## src/lsu_defines.svh

```systemverilog
`ifndef LSU_DEFINES_SVH
`define LSU_DEFINES_SVH

// load buffer slots, slot 0 stands for "none"
`define LB_COUNT 8
`define LB_WIDTH 3

// reorder buffer tag bits
`define ROB_WIDTH 4

// datapath widths
`define ADDR_WIDTH 32
`define DATA_WIDTH 32

// word-addressed memory behind the data controller
`define MEM_DEPTH_LOG2 8

// cycles from req_en to rsp_en
`define MEM_LATENCY 2

`endif
```

## src/mem_pkg.sv

```systemverilog
`include "lsu_defines.svh"

package mem_pkg;

	// access width codes, one-hot in bytes
	localparam logic [2:0] MEM_WIDTH_BYTE = 3'b001;
	localparam logic [2:0] MEM_WIDTH_HALF = 3'b010;
	localparam logic [2:0] MEM_WIDTH_WORD = 3'b100;

	typedef struct packed {
		logic [`ADDR_WIDTH-1:0] addr;
		logic [2:0]             width;
		logic                   sgn;
	} mem_req_t;

	// preload write, addressed by word
	typedef struct packed {
		logic [`MEM_DEPTH_LOG2-1:0] addr;
		logic [`DATA_WIDTH-1:0]     data;
	} mem_wr_t;

	// one memory word, seen whole or as its bytes
	typedef union packed {
		logic [`DATA_WIDTH-1:0]          word;
		logic [`DATA_WIDTH/8-1:0][7:0]   bytes;
	} mem_word_u;

endpackage

```

## src/load_pkg.sv

```systemverilog
`include "lsu_defines.svh"

package load_pkg;

	// funct3 encodings of the RV32I loads
	typedef enum logic [2:0] {
		LOAD_LB  = 3'b000,
		LOAD_LH  = 3'b001,
		LOAD_LW  = 3'b010,
		LOAD_LBU = 3'b100,
		LOAD_LHU = 3'b101
	} load_op_t;

	// load as issued by the reservation station
	typedef struct packed {
		logic [`ADDR_WIDTH-1:0] base;
		logic [`ADDR_WIDTH-1:0] offset;
		logic [`ROB_WIDTH-1:0]  dest;
		load_op_t               op;
	} load_issue_t;

	// load as held in a buffer slot
	typedef struct packed {
		logic [`ADDR_WIDTH-1:0] addr;
		logic [`ROB_WIDTH-1:0]  dest;
		load_op_t               op;
	} load_entry_t;

	// notice to the rob of where its load was placed
	typedef struct packed {
		logic [`ROB_WIDTH-1:0] rob_tag;
		logic [`LB_WIDTH-1:0]  slot;
	} rob_alloc_t;

	typedef struct packed {
		logic [`ROB_WIDTH-1:0]  dest;
		logic [`DATA_WIDTH-1:0] data;
	} load_result_t;

endpackage

```

## src/load_buffer.sv

```systemverilog
`timescale 1ns/100ps

`include "lsu_defines.svh"

module load_buffer import load_pkg::*, mem_pkg::*; (
	input  logic                   clk_in,
	input  logic                   rob_lbuffer_rst_in,

	// from the address unit
	input  logic                   entry_en,
	input  load_entry_t            entry,

	// rob side
	output logic                   alloc_en,
	output rob_alloc_t             alloc,
	output logic                   slot_free,
	input  logic                   ready_en,
	input  logic [`LB_WIDTH-1:0]   ready_slot,
	output logic                   result_en,
	output load_result_t           result,

	// data controller side
	output logic                   req_en,
	output mem_req_t               req,
	input  logic                   rsp_en,
	input  logic [`DATA_WIDTH-1:0] rsp_data
);

	typedef enum logic [1:0] {
		SEQ_IDLE,
		SEQ_REQ,
		SEQ_WAIT
	} seq_state_t;

	logic [`LB_COUNT-1:0] busy;
	logic [`LB_COUNT-1:0] ready;
	load_entry_t          slot_entry [`LB_COUNT];
	logic [`LB_WIDTH-1:0] free_next [`LB_COUNT];
	logic [`LB_WIDTH-1:0] free_head;
	logic [`LB_WIDTH-1:0] head_popped;
	logic [`LB_WIDTH-1:0] pick_slot;
	logic [`LB_WIDTH-1:0] cur_slot;
	logic                 alloc_ok;
	logic                 done;
	seq_state_t           state;

	// opcode to access width and sign
	function automatic mem_req_t make_req(load_entry_t e);
		mem_req_t r;
		r.addr = e.addr;
		case (e.op)
			LOAD_LB: begin
				r.width = MEM_WIDTH_BYTE;
				r.sgn   = 1'b1;
			end
			LOAD_LH: begin
				r.width = MEM_WIDTH_HALF;
				r.sgn   = 1'b1;
			end
			LOAD_LBU: begin
				r.width = MEM_WIDTH_BYTE;
				r.sgn   = 1'b0;
			end
			LOAD_LHU: begin
				r.width = MEM_WIDTH_HALF;
				r.sgn   = 1'b0;
			end
			default: begin
				r.width = MEM_WIDTH_WORD;
				r.sgn   = 1'b0;
			end
		endcase
		return r;
	endfunction

	// head 0 means the list is empty
	assign slot_free   = (free_head != '0);
	assign alloc_ok    = entry_en && slot_free;
	assign head_popped = alloc_ok ? free_next[free_head] : free_head;

	// highest-index slot that is busy and granted
	always_comb begin
		pick_slot = '0;
		for (int i = 1; i < `LB_COUNT; i++) begin
			if (busy[i] && ready[i]) begin
				pick_slot = `LB_WIDTH'(i);
			end
		end
	end

	assign req_en    = (state == SEQ_REQ);
	assign req       = make_req(slot_entry[cur_slot]);
	assign done      = (state == SEQ_WAIT) && rsp_en;
	assign result_en = done;
	assign result    = '{dest: slot_entry[cur_slot].dest, data: rsp_data};

	always_ff @(posedge clk_in) begin
		if (rob_lbuffer_rst_in) begin
			free_head    <= `LB_WIDTH'(`LB_COUNT - 1);
			free_next[0] <= '0;
			for (int i = 1; i < `LB_COUNT; i++) begin
				free_next[i] <= `LB_WIDTH'(i - 1);
			end
			busy     <= '0;
			ready    <= '0;
			cur_slot <= '0;
			state    <= SEQ_IDLE;
			alloc_en <= 1'b0;
		end else begin
			alloc_en <= alloc_ok;
			// grants for idle slots are dropped here
			if (ready_en && busy[ready_slot]) begin
				ready[ready_slot] <= 1'b1;
			end
			if (alloc_ok) begin
				busy[free_head]  <= 1'b1;
				ready[free_head] <= 1'b0;
			end
			case (state)
				SEQ_IDLE: begin
					if (pick_slot != '0) begin
						cur_slot         <= pick_slot;
						ready[pick_slot] <= 1'b0;
						state            <= SEQ_REQ;
					end
				end
				SEQ_REQ: begin
					state <= SEQ_WAIT;
				end
				default: begin
					if (rsp_en) begin
						busy[cur_slot] <= 1'b0;
						state          <= SEQ_IDLE;
					end
				end
			endcase
			// completed slot goes back on top of the list
			if (done) begin
				free_next[cur_slot] <= head_popped;
				free_head           <= cur_slot;
			end else begin
				free_head <= head_popped;
			end
		end
	end

	always_ff @(posedge clk_in) begin
		if (alloc_ok) begin
			slot_entry[free_head] <= entry;
			alloc.rob_tag         <= entry.dest;
			alloc.slot            <= free_head;
		end
	end

endmodule

```

## config.mk

```make
export PLATFORM = sky130hd
export DESIGN_NAME = load_buffer
export DESIGN_NICKNAME = d
export VERILOG_FILES = /design/src/mem_pkg.sv /design/src/load_pkg.sv /design/src/load_buffer.sv
export VERILOG_INCLUDE_DIRS = /design/src
export SDC_FILE = /design/constraint.sdc
export NUM_CORES = 1
export LEC_CHECK = 0
export BUFFER_PORTS_ARGS = -buffer_cell sky130_fd_sc_hd__buf_4
export CAP_MARGIN = 20
export CORE_ASPECT_RATIO = 0.5
export CORE_MARGIN = 4
export CORE_UTILIZATION = 30
export CTS_BUF_LIST = sky130_fd_sc_hd__clkbuf_4
export DETAILED_ROUTE_END_ITERATION = 12
export HOLD_SLACK_MARGIN = 0.12
export MAX_ROUTING_LAYER = met4
export PLACE_DENSITY = 0.46
export SLEW_MARGIN = 10
export SYNTH_ARGS = -nofsm -noshare
export SYNTH_HDL_FRONTEND = slang
export SYNTH_SLANG_ARGS = --single-unit
export TNS_END_PERCENT = 100
```

## constraint.sdc

```tcl
create_clock -name clk_in -period 6.17 [get_ports clk_in]
set_input_delay 0 -clock clk_in [delete_from_list [all_inputs] [get_ports clk_in]]
set_output_delay 0 -clock clk_in [all_outputs]
set_load 0.02 [all_outputs]
```

==> qor.csv <==
stage,metric,value,unit
final_layout,utilization,38.63,%
critical_path,path_class,register to output port,
sta,setup_viol,0,
placement,dp_slack,3.375,ns
sta,fin_skew,0.04332,ns
synth,yosysSeqAreaShare,74.39,%
clocking,path_clk_slew,0.06,ns
global_routing,grt_max_degree,58,
hold_path,hold_class,primary input to register,
synth,synthTopCellsByArea,"edfxtp_1 (71%), mux4_2 (12%), dfxtp_1 (3.6%), mux2_2 (2.9%), buf_4 (1.8%)",
placement,gp_congestion,0.8000,
detailed_routing,wl,31.48,mm
critical_path,reg2reg_depth,5,
final_layout,finalInstanceArea,18220,um^2
sta,post-route-period-util,55.46,%
synth,syn_avg_cell_area,19.41,um^2
final_layout,nNetsFinal,1122,
clocking,clkLatencyLatePin,0.72,ns
pwr,cellPowerDensity,276.8,nW/um^2
synth,synthFlopType,edfxtp_1,
placement,place.port_buffers,97,
pwr,power.leakage,6.059,nW
critical_path,reg2reg_from,free_head[0],
detailed_routing,vias,7881,
global_routing,grt_pass1_wl,48.47,mm
clocking,h-tree-depth,3,
die,fp-row-count,56,
sta,setup_ws,2.748,ns
die,io_pins,162,
pwr,ir_drop,110.8,uV
sta,rsz0062_at_grt,no,
critical_path,crit_arrival,3.42,ns
die,die_w,318.1,um
clocking,cts_resized,0,
die,start_util,30.59,%
final_layout,area_growth,26.29,%
synth,synth.distinct_cells,46,
placement,hpwl,16.44,mm
critical_path,reg2reg_to,free_head[2],
die,die_area,51860,um^2
sta,relSlewSlack,38.90,%
critical_path,end_kind,output port,
run,max-cap-violations,0,
global_routing,gr-total-overflow,0,
detailed_routing,via_per_inst,4.527,
detailed_routing,ant_nets,0,
sta,slew_violations,0,
hold_path,hold_start,rob_lbuffer_rst_in,
sta,hold_viol_final,0,
synth,synth_edf_count,340,
final_layout,drive_above_1_share,34.75,%
synth,yosys.area.top_type_share,70.78,%
clocking,clk_path_buf_depth,3,
placement,placed_cell_area,15840,um^2
detailed_routing,post_drt_wl_per_cell,18.08,um
clocking,cts_setup_buffers,0,
hold_path,whs_path_depth,3,
final_layout,mostFrequentLayoutCell,edfxtp_1,
sta,fin_crit,3.422,ns
detailed_routing,drc,0,
die,die_h,163.0,um
global_routing,grt_pass1_vias,8692,
global_routing,antenna_found_initial,1,
clocking,clkSinkCount,366,
critical_path,r2r_slack,3.78,ns
outcome,status,"complete, no violations",
clocking,cts_hold_buf,127,
critical_path,critPathLaunchType,register,
sta,whs,0.2439,ns
sta,fmax,292.2,MHz
sta,worstMarginPinSlew,0.9166,ns
critical_path,cp_max_fo,34,
die,core-area,47160,um^2
clocking,cts_tree,yes,
detailed_routing,drt_iter0_drc,306,
synth,netlist_area,14420,um^2
synth,async_reset_ff_share,0,%
final_layout,final_cell_mix,"edfxtp_1 (340), clkbuf_4 (128), dlygate4sd3_1 (127)",
clocking,cts_inserted_buffers,91,
clocking,cts-root-buf,clkbuf_4,
hold_path,holdPathEnd,busy[7],
synth,yosysTopAreaCell,edfxtp_1,
synth,postSynthCellCount,743,
critical_path,required,6.17,ns
detailed_routing,dr.pass1.iters,6,
sta,setup_tns,0,ns
synth,ys_ff_latch,366,
synth,synth_warnings,0,
global_routing,grt_usage,12.59,%
==> worst max-delay path by stage <==
stage / start / end / cells past startpoint
3_3_place_gp: register / req[1] / 5
5_1_grt: register / req[0] / 5
6_report: register / req[0] / 5
4_1_cts: register / req[0] / 5
2_1_floorplan: free_head[1] / slot_entry[2][0] / 3
3_5_place_dp: register / req[0] / 5
==> power by group <==
group	internal (mW)	total (mW)	switching [mW]	leakage (nW)
sequential	2.77	2.79	0.0184	3.32
clock	0.996	1.94	0.942	0.640
combinational	0.151	0.313	0.162	2.09
==> worst max-delay path, cell delays in order, from the launching register on <==
cell      delay, ns
dfxtp_4        0.83
buf_4          0.54
mux4_2         0.55
mux2_2         0.34
a211oi_1       0.20
buf_4          0.20
==> flip-flops by register name (all words and copies together), names as in the netlist, named ones only <==
signal,flops
slot_entry,312
free_next,21
alloc,7
busy,7
ready,7
cur_slot,3
free_head,3
state,2
alloc_en,1
==> kinds of logic after synthesis <==
logic type,Yosys count,share of synthesized area (%)
DFF,366,74.39
buffers and inverters,73,2.923
muxes,120,15.61
AOI/OAI and AO/OA,59,2.923
and+or+nand+nor,124,4.120
other,1,0.02600
==> synth_stat cells (all sizes together) (2+ instances only) <==
cell type / number
clkbuf: 18
nand2b: 9
o22ai: 7
a22o: 3
nor3: 12
a31oi: 6
nor2b: 7
nor2: 40
mux2: 37
nand2: 29
nand3: 5
a22oi: 2
o221ai: 2
and2: 4
buf: 48
mux4: 80
a211oi: 3
or3: 2
nor3b: 2
o21ai: 7
or2: 7
o21a: 2
edfxtp: 340
nor4: 3
mux2i: 3
a21oi: 15
dfxtp: 26
and3b: 2
nand3b: 2
a32oi: 2
a2111oi: 5
inv: 7
==> layout make-up <==
cell class                      instances  area, um^2
Antenna cell                            1       2.502
Clock buffer                          128       960.9
Clock inverter                         24       142.6
Fill cell                            4429       28940
Inverter                                7       26.28
Multi-Input combinational cell        342        3465
Sequential cell                       366       10740
Tap cell                              638       798.3
Timing Repair Buffer                  235        2082
==> metrics by stage <==
stage | std cells | total power [mW]
after CTS | 1740 | 5.140
after detailed placement | 1461 | 3.086
after global routing | 1741 | 5.298
final | 1741 | 5.042
after floorplan | 781 | 2.991
after global placement | 1461 | 3.080
==> layer usage <==
layer | part of all wire (%) | routed length (um) | global-route usage [%]
met2 | 53 | 16840 | 22.13
met1 | 41 | 13050 | 14.41
met4 | 1.5 | 487 | 4.203
met5 | 0 | 0 | -
met3 | 3.5 | 1108 | 2.885
Power figures use the tool's default switching activity.
