--- config.mk ---
export PLATFORM = sky130hd
export DESIGN_NAME = addr_unit
export DESIGN_NICKNAME = d
export VERILOG_FILES = /design/src/load_pkg.sv /design/src/addr_unit.sv
export VERILOG_INCLUDE_DIRS = /design/src
export SDC_FILE = /design/constraint.sdc
export NUM_CORES = 1
export LEC_CHECK = 0
export BUFFER_PORTS_ARGS = -buffer_cell sky130_fd_sc_hd__buf_2
export CAP_MARGIN = 20
export CORE_ASPECT_RATIO = 1.75
export CORE_MARGIN = 1
export CORE_UTILIZATION = 40
export CTS_BUF_LIST = sky130_fd_sc_hd__clkbuf_4
export CTS_CLUSTER_SIZE = 10
export DETAILED_ROUTE_END_ITERATION = 6
export PLACE_DENSITY = 0.75
export RECOVER_POWER = 100
export SKIP_CTS_REPAIR_TIMING = 1
export SYNTH_ARGS = -nofsm -noshare
export SYNTH_HDL_FRONTEND = slang
export SYNTH_SLANG_ARGS = --single-unit
--- constraint.sdc ---
create_clock -name clk_in -period 4.95 [get_ports clk_in]
set_input_delay 0.7425 -clock clk_in [delete_from_list [all_inputs] [get_ports clk_in]]
set_output_delay 0.7425 -clock clk_in [all_outputs]
set_load 0.02 [all_outputs]
--- src/lsu_defines.svh ---
`ifndef LSU_DEFINES_SVH
`define LSU_DEFINES_SVH

// load buffer slots, slot 0 stands for "none"
`define LB_COUNT 8
`define LB_WIDTH 3

// reorder buffer tag bits
`define ROB_WIDTH 4

// datapath widths
`define ADDR_WIDTH 32
`define DATA_WIDTH 32

// word-addressed memory behind the data controller
`define MEM_DEPTH_LOG2 8

// cycles from req_en to rsp_en
`define MEM_LATENCY 2

`endif
--- src/load_pkg.sv ---
`include "lsu_defines.svh"

package load_pkg;

	// funct3 encodings of the RV32I loads
	typedef enum logic [2:0] {
		LOAD_LB  = 3'b000,
		LOAD_LH  = 3'b001,
		LOAD_LW  = 3'b010,
		LOAD_LBU = 3'b100,
		LOAD_LHU = 3'b101
	} load_op_t;

	// load as issued by the reservation station
	typedef struct packed {
		logic [`ADDR_WIDTH-1:0] base;
		logic [`ADDR_WIDTH-1:0] offset;
		logic [`ROB_WIDTH-1:0]  dest;
		load_op_t               op;
	} load_issue_t;

	// load as held in a buffer slot
	typedef struct packed {
		logic [`ADDR_WIDTH-1:0] addr;
		logic [`ROB_WIDTH-1:0]  dest;
		load_op_t               op;
	} load_entry_t;

	// notice to the rob of where its load was placed
	typedef struct packed {
		logic [`ROB_WIDTH-1:0] rob_tag;
		logic [`LB_WIDTH-1:0]  slot;
	} rob_alloc_t;

	typedef struct packed {
		logic [`ROB_WIDTH-1:0]  dest;
		logic [`DATA_WIDTH-1:0] data;
	} load_result_t;

endpackage

--- src/addr_unit.sv ---
`timescale 1ns/100ps

`include "lsu_defines.svh"

module addr_unit import load_pkg::*; (
	input  logic        clk_in,
	input  logic        rob_lbuffer_rst_in,

	// from the reservation station
	input  logic        issue_en,
	input  load_issue_t issue,

	// to the load buffer
	output logic        entry_en,
	output load_entry_t entry
);

	logic [`ADDR_WIDTH-1:0] eff_addr;

	assign eff_addr = issue.base + issue.offset;

	// a flush drops an issue that is still in this stage
	always_ff @(posedge clk_in) begin
		if (rob_lbuffer_rst_in) begin
			entry_en <= 1'b0;
		end else begin
			entry_en <= issue_en;
		end
	end

	always_ff @(posedge clk_in) begin
		if (issue_en) begin
			entry.addr <= eff_addr;
			entry.dest <= issue.dest;
			entry.op   <= issue.op;
		end
	end

endmodule

==> results of run 1 <==
[synthesized netlist by cell type (all sizes together), types with 3 or more instances]
cell type  count  area (sq um)
nand4          7          43.8
a31oi          4          40.0
nand2         19          71.3
clkbuf         6          22.5
xor2          15           131
a21oi         29           145
edfxtp        39          1170
nor3           4          20.0
xnor2         13           114
buf            4          20.0
nor2          12          45.0
a21o          19           143
inv            6          22.5
nand3         10          50.1
o21ai         15          86.3
or2            3          18.8
ha            31           388
o211ai         3          27.5
o21bai         5          48.8
a211oi         3          22.5
[per-stage QoR]
stage | cells | area [sq um] | power, W
final | 478 | 3560 | 0.00104
after global routing | 478 | 3560 | 0.00109
after CTS | 478 | 3660 | 0.00106
after detailed placement | 470 | 3580 | 0.000846
after global placement | 470 | 3580 | 0.000837
after floorplan | 281 | 2950 | 0.000721
[routing by layer]
metal / up-vias / part of all wire (%)
met1: 1187 / 36
met4: 0 / 2.6
met5: - / 0
met3: 14 / 5.0
met2: 85 / 56
li1: 1302 / -
[final timing paths]
path          startpoint  slack, ns  cells past startpoint                  end
max            issue[43]       1.68                      9  entry[38]$_DFFE_PP_
min   rob_lbuffer_rst_in       0.51                      2  entry_en$_SDFF_PP0_
[state kept, by name, summed over array words and instances (netlist names)]
name and flops:
entry_en 1, entry 39
[layout make-up]
| cell class | instances | area (sq um) | share of cell area, % |
|---|---|---|---|
| inverter | 6 | 22.5 | 0.633 |
| multi-input combinational | 225 | 1640 | 46.2 |
| timing repair buffer | 113 | 513 | 14.4 |
| clock buffer | 5 | 37.5 | 1.05 |
| clock inverter | 3 | 42.5 | 1.20 |
| tap | 86 | 108 | 3.02 |
| sequential | 40 | 1190 | 33.5 |
[cell families after synthesis]
family / count (synthesis) / synth area share [%]
xor gates and xnor gates: 28 / 8.33
buffers and inverters: 16 / 2.21
and+or+nand+nor: 66 / 11.0
AOI/OAI and AO/OA: 97 / 23.5
adders and majority gates: 32 / 13.8
muxes: 2 / 0.680
DFF: 40 / 40.4
[worst max-delay path, stage by stage]
cell and delay (ns):
sky130_fd_sc_hd__buf_2 0.10, sky130_fd_sc_hd__ha_1 0.38, sky130_fd_sc_hd__o211ai_1 0.12, sky130_fd_sc_hd__o21ai_0 0.56, sky130_fd_sc_hd__o21bai_4 0.10, sky130_fd_sc_hd__a22oi_1 0.38, sky130_fd_sc_hd__a31oi_1 0.29, sky130_fd_sc_hd__o311a_1 0.40
sky130_fd_sc_hd__or3_1 0.33
[report_power, final]
part           internal, W  leakage, nW  switching [W]  total [W]
logic             0.000138         1.13       0.000230   0.000367
clock network     0.000105       0.0412       0.000112   0.000217
registers         0.000437        0.390      0.0000144   0.000452
total             0.000680         1.56       0.000356    0.00104
==> flow_summary_export.csv, run 1 <==
group,metric,value,unit
timing,minimum_setup_slack_in_the_final_design,1.68,ns
route,via_count,2588,
clock_network,cts_buffers,5,
global_route,grt.met2_usage,35.4,%
route,initialDrtViolationCount,102,
global_route,grt_max_degree,41,
global_route,met1_global_route_usage,17.5,%
route,iteration_count_of_the_initial_detailed_routing_pass,4,
place,place.port_buffers,113,
synthesis,synth-main-ff-cell,"sky130_fd_sc_hd__edfxtp_1",
timing,slew_violations,41,
synthesis,synth_edf_count,39,
pwr,power_per_cell_area,291,mW/mm^2
clock_network,clk_root_buffer_cell,"sky130_fd_sc_hd__clkbuf_4",
floorplan,core_area,0.00718,sq mm
place,post-dp-hpwl,5.58,mm
global_route,initial_antenna_violation_count,0,
route,post-route-drc-count,0,
pwr,power_leakage,1.56,nW
global_route,grt_pass1_wl,10.7,mm
clock_network,tritoncts_clock_tree,"done",
timing,finalHoldViolCount,0,
synthesis,ffs_w_async_s_r_synth,0,%
global_route,grt_use_met3,3.54,%
pwr,vdd.ir_drop.worst,0.0765,mV
final_layout,postLayoutCoreUtil,49.5,%
outcome,violations,"max-capacitance violations, max-slew violations",
synthesis,yosysSeqAreaShare,40.4,%
global_route,global_route.usage.total,18.3,%
floorplan,floorplan.die_area,0.00772,sq mm
final_layout,area_growth_syn_to_layout,20.8,%
clock_network,clock_sinks,40,
global_route,first_global_vias,2538,
synthesis,yosysWarningCount,0,
synthesis,syn_area_per_cell,10.5,sq um
floorplan,io_pins,114,
clock_network,clkSlewWorstSetupHoldPaths,0.12,ns
timing,maxSlewHeadroom,-42.2,%
setup_path,worstSetupEndpointType,"flip-flop",
flow_run,max-cap-violations,1,
timing,finalWorstPathRequiredPeriod,3.27,ns
timing,achievable-frequency,0.306,GHz
floorplan,initial_core_util,41.0,%
place,pre_cts_ws,1.80,ns
final_layout,nNetsFinal,497,
timing,fin_tns_setup,0,ns
floorplan,die-width,66.9,um
final_layout,top_library_cells_by_usage_in_the_layout_fill_and_taps_aside,"sky130_fd_sc_hd__buf_2, sky130_fd_sc_hd__clkbuf_1, sky130_fd_sc_hd__edfxtp_1, sky130_fd_sc_hd__ha_1, sky130_fd_sc_hd__a21oi_1",
setup_path,worst_setup_path_start_kind,"primary input",
global_route,grt.busiest_layer,"met2",
synthesis,synthesis.area,0.00295,sq mm
final_layout,drive_gt1_share,21.2,%
synthesis,synthesis.nets,387,
clock_network,cts_htree_levels,2,
place,gp_congestion,0.879,
route,drt-total-wl,6.90,mm
timing,timing_worst_slew_pin_value,2.13,ns
synthesis,synth_cell_types,53,
setup_path,worstPathArrival,3.40,ns
timing,hold-worst-slack,0.509,ns
setup_path,criticalPathCategory,"in -> reg",
floorplan,floorplan.die.height,116,um
setup_path,cp_data_required_time,5.08,ns
route,detail_route.wl_per_cell,14.4,um
floorplan,floorplan.rows,41,
route,vias_per_cell,5.41,
route,drt.antenna.violating_nets,0,
timing,final-setup-viol-count,0,
final_layout,n_fill_cell,737,
timing,final.period_utilization,66.0,%
clock_network,cts-root-to-sink-buffers,2,
worst_hold_path,timing.hold.worst.class,"in -> reg",
synthesis,synth_seq_cells,40,
final_layout,n_antenna_cell,0,
timing,rsz0062_at_grt,"false",
outcome,run_status,"complete, but fails checks",
setup_path,highest_net_fanout_along_the_worst_path,6,
synthesis,post_synthesis_cell_count,281,
final_layout,most_common_cell_after_layout_fill_and_taps_aside,"sky130_fd_sc_hd__buf_2",
global_route,globalRouteOverflowTotal,0,
No activity file was read; power rests on OpenSTA's default activity.
==> run 2, diff against run 1 <==
--- a/config.mk
+++ b/config.mk
@@ -6,6 +6,7 @@
 export SDC_FILE = /design/constraint.sdc
 export NUM_CORES = 1
 export LEC_CHECK = 0
+export ABC_AREA = 1
 export BUFFER_PORTS_ARGS = -buffer_cell sky130_fd_sc_hd__buf_2
 export CAP_MARGIN = 20
 export CORE_ASPECT_RATIO = 1.75
==> constraint.sdc (replaced) <==
create_clock -name clk_in -period 2.7 [get_ports clk_in]
set_input_delay 0.405 -clock clk_in [delete_from_list [all_inputs] [get_ports clk_in]]
set_output_delay 0.405 -clock clk_in [all_outputs]
set_load 0.02 [all_outputs]
==> flow_summary_export.csv, run 2 <==
group,metric,value,unit
synthesis,synth_cell_types,22,
floorplan,floorplan.rows,45,
route,drt.antenna.violating_nets,0,
place,gp_congestion,0.944,
final_layout,top_library_cells_by_usage_in_the_layout_fill_and_taps_aside,"sky130_fd_sc_hd__nand2_1, sky130_fd_sc_hd__inv_1, sky130_fd_sc_hd__buf_2, sky130_fd_sc_hd__clkbuf_1",
route,via_count,3561,
synthesis,synth_largest_area_cell,"sky130_fd_sc_hd__edfxtp_1",
setup_path,cp_data_required_time,2.66,ns
pwr,power_leakage,2.48,nW
synthesis,synthesis.area,0.00358,sq mm
global_route,globalRouteOverflowTotal,0,
synthesis,synth-main-ff-cell,"sky130_fd_sc_hd__edfxtp_1",
route,vias_per_cell,4.60,
pwr,vdd.ir_drop.worst,0.209,mV
route,post-route-drc-count,0,
timing,timing_worst_slew_pin_value,2.15,ns
place,post-dp-hpwl,7.98,mm
pwr,power.switching_fraction,37.1,%
synthesis,syn_area_per_cell,6.69,sq um
clock_network,clock_sinks,40,
floorplan,die-width,73.6,um
worst_hold_path,timing.hold.worst.class,"in -> reg",
final_layout,seq_area,0.00119,sq mm
route,drt-total-wl,9.11,mm
synthesis,post_synthesis_cell_count,536,
final_layout,final_design_area_no_fill,0.00429,sq mm
timing,rsz0062_at_grt,"false",
place,pre_cts_ws,0.453,ns
synthesis,synth_seq_cells,40,
setup_path,criticalPathCategory,"in -> reg",
final_layout,most_common_cell_after_layout_fill_and_taps_aside,"sky130_fd_sc_hd__nand2_1",
setup_path,timing.critical_path.slowest_stage_cell,"sky130_fd_sc_hd__clkbuf_1",
clock_network,cts_htree_levels,2,
setup_path,worstPathArrival,1.93,ns
pwr,net_switching_power,0.000730,W
final_layout,nNetsFinal,762,
pwr,power_per_cell_area,458,mW/mm^2
synthesis,synthesis.nets,642,
synthesis,synth_top_cell_area_share,32.7,%
global_route,grt_max_degree,41,
clock_network,clkSlewWorstSetupHoldPaths,0.12,ns
timing,fin_tns_setup,0,ns
synthesis,post-synth-top-count-cell,"sky130_fd_sc_hd__nand2_1",
final_layout,area_growth_syn_to_layout,19.8,%
synthesis,yosysSeqAreaShare,33.2,%
setup_path,worst_path_largest_cell_delay,1.50,ns
timing,achievable-frequency,0.507,GHz
pwr,part_of_the_total_power_dissipated_in_combinational_logic,37.9,%
synthesis,synth.top_cells.by_count,"sky130_fd_sc_hd__nand2_1, sky130_fd_sc_hd__inv_1, sky130_fd_sc_hd__edfxtp_1, sky130_fd_sc_hd__nor2_1, sky130_fd_sc_hd__ha_1",
timing,minimum_setup_slack_in_the_final_design,0.729,ns
setup_path,worst_setup_path_start_kind,"primary input",
route,iteration_count_of_the_initial_detailed_routing_pass,4,
timing,finalHoldViolCount,0,
floorplan,io_pins,114,
clock_network,tritoncts_clock_tree,"done",
setup_path,timing.critical_path.max_delay_family,"buffers and inverters",
final_layout,reg.largest.list,"entry: 39 flops, entry_en: 1 flops",
floorplan,floorplan.die.height,127,um
timing,hold-worst-slack,0.178,ns
timing,final.period_utilization,73.0,%
timing,slew_violations,41,
route,detail_route.wl_per_cell,11.8,um
outcome,run_status,"complete, but fails checks",
final_layout,drive_gt1_share,14.6,%
global_route,global_route.usage.total,20.5,%
flow_run,max-cap-violations,1,
floorplan,initial_core_util,41.3,%
global_route,first_global_vias,3430,
pwr,seqPwrFrac,41.4,%
floorplan,floorplan.die_area,0.00936,sq mm
setup_path,worstSetupEndpointType,"flip-flop",
final_layout,n_antenna_cell,0,
final_layout,multi_input_comb_area,0.00193,sq mm
final_layout,registers.top_by_ff_count,"entry",
place,place.port_buffers,113,
global_route,initial_antenna_violation_count,0,
setup_path,highest_net_fanout_along_the_worst_path,40,
synthesis,yosysWarningCount,0,
setup_path,worstPathBufferInverterCount,1,
final_layout,postLayoutCoreUtil,49.5,%
setup_path,timing.critical_path.cells,"clkbuf_1",
global_route,grt_pass1_wl,14.6,mm
clock_network,cts_buffers,5,
pwr,power.share.clock,20.7,%
clock_network,clk_root_buffer_cell,"sky130_fd_sc_hd__clkbuf_4",
synthesis,ffs_w_async_s_r_synth,0,%
route,initialDrtViolationCount,123,
timing,maxSlewHeadroom,-43.1,%
timing,final-setup-viol-count,0,
final_layout,n_fill_cell,950,
clock_network,cts-root-to-sink-buffers,2,
place,postPlaceCellArea,0.00430,sq mm
timing,finalWorstPathRequiredPeriod,1.97,ns
pwr,p_int,0.00124,W
final_layout,largest_reg_flops,39,
synthesis,synth_edf_count,39,
floorplan,core_area,0.00867,sq mm
synthesis,synth_area_leaders,"sky130_fd_sc_hd__edfxtp_1, sky130_fd_sc_hd__nand2_1, sky130_fd_sc_hd__inv_1, sky130_fd_sc_hd__ha_1, sky130_fd_sc_hd__nor2_1",
outcome,violations,"max-capacitance violations, max-slew violations",
-- run 2: cells by family (layout without fill, tap and decap cells) --
| logic type | count (synthesis) | in the layout | share of synthesized area (%) |
|---|---|---|---|
| AO/OA/AOI/OAI | 23 | 23 | 3.53 |
| XOR/XNOR | 16 | 16 | 3.91 |
| adder cells (fa/ha/maj) | 32 | 32 | 11.4 |
| buffers and inverters | 113 | 234 | 11.8 |
| flip-flops | 40 | 40 | 33.2 |
| AND/OR/NAND/NOR | 312 | 312 | 36.1 |
-- run 2: routing by layer --
metal,share of wire [%],GRT usage [%],up-vias
met3,4.7,2.84,28
li1,-,-,1875
met1,38,20.3,1540
met2,54,39.2,118
met5,0,0,-
met4,3.5,11.0,0
-- run 2: through the flow --
stage                     total power [W]  std cells
after floorplan                   0.00134        536
after global placement            0.00160        766
after detailed placement          0.00161        766
after CTS                         0.00202        774
after global routing              0.00211        774
final                             0.00197        774
-- run 2: power groups by stage --
| stage | Clock [W] | Sequential [W] | Combinational (W) |
|---|---|---|---|
| final | 0.000407 | 0.000814 | 0.000744 |
| after global routing | 0.000445 | 0.000824 | 0.000839 |
| after CTS | 0.000423 | 0.000813 | 0.000786 |
| after detailed placement | 0 | 0.000827 | 0.000783 |
| after global placement | 0 | 0.000825 | 0.000775 |
| after floorplan | 0 | 0.000940 | 0.000404 |
-- run 2: path summary, 6_finish.rpt --
path	start	to	slack, ns	depth (start not counted)
max	issue_en	entry[18]$_DFFE_PP_	0.73	1
min	rob_lbuffer_rst_in	entry_en$_SDFF_PP0_	0.18	2
-- run 2: cell type report --
cell class	instances	area share, %
Multi-Input combinational cell	383	45.0
Clock buffer	5	0.874
Timing Repair Buffer	113	12.0
Tap cell	117	3.41
Inverter	113	9.88
Clock inverter	3	1.11
Sequential cell	40	27.7
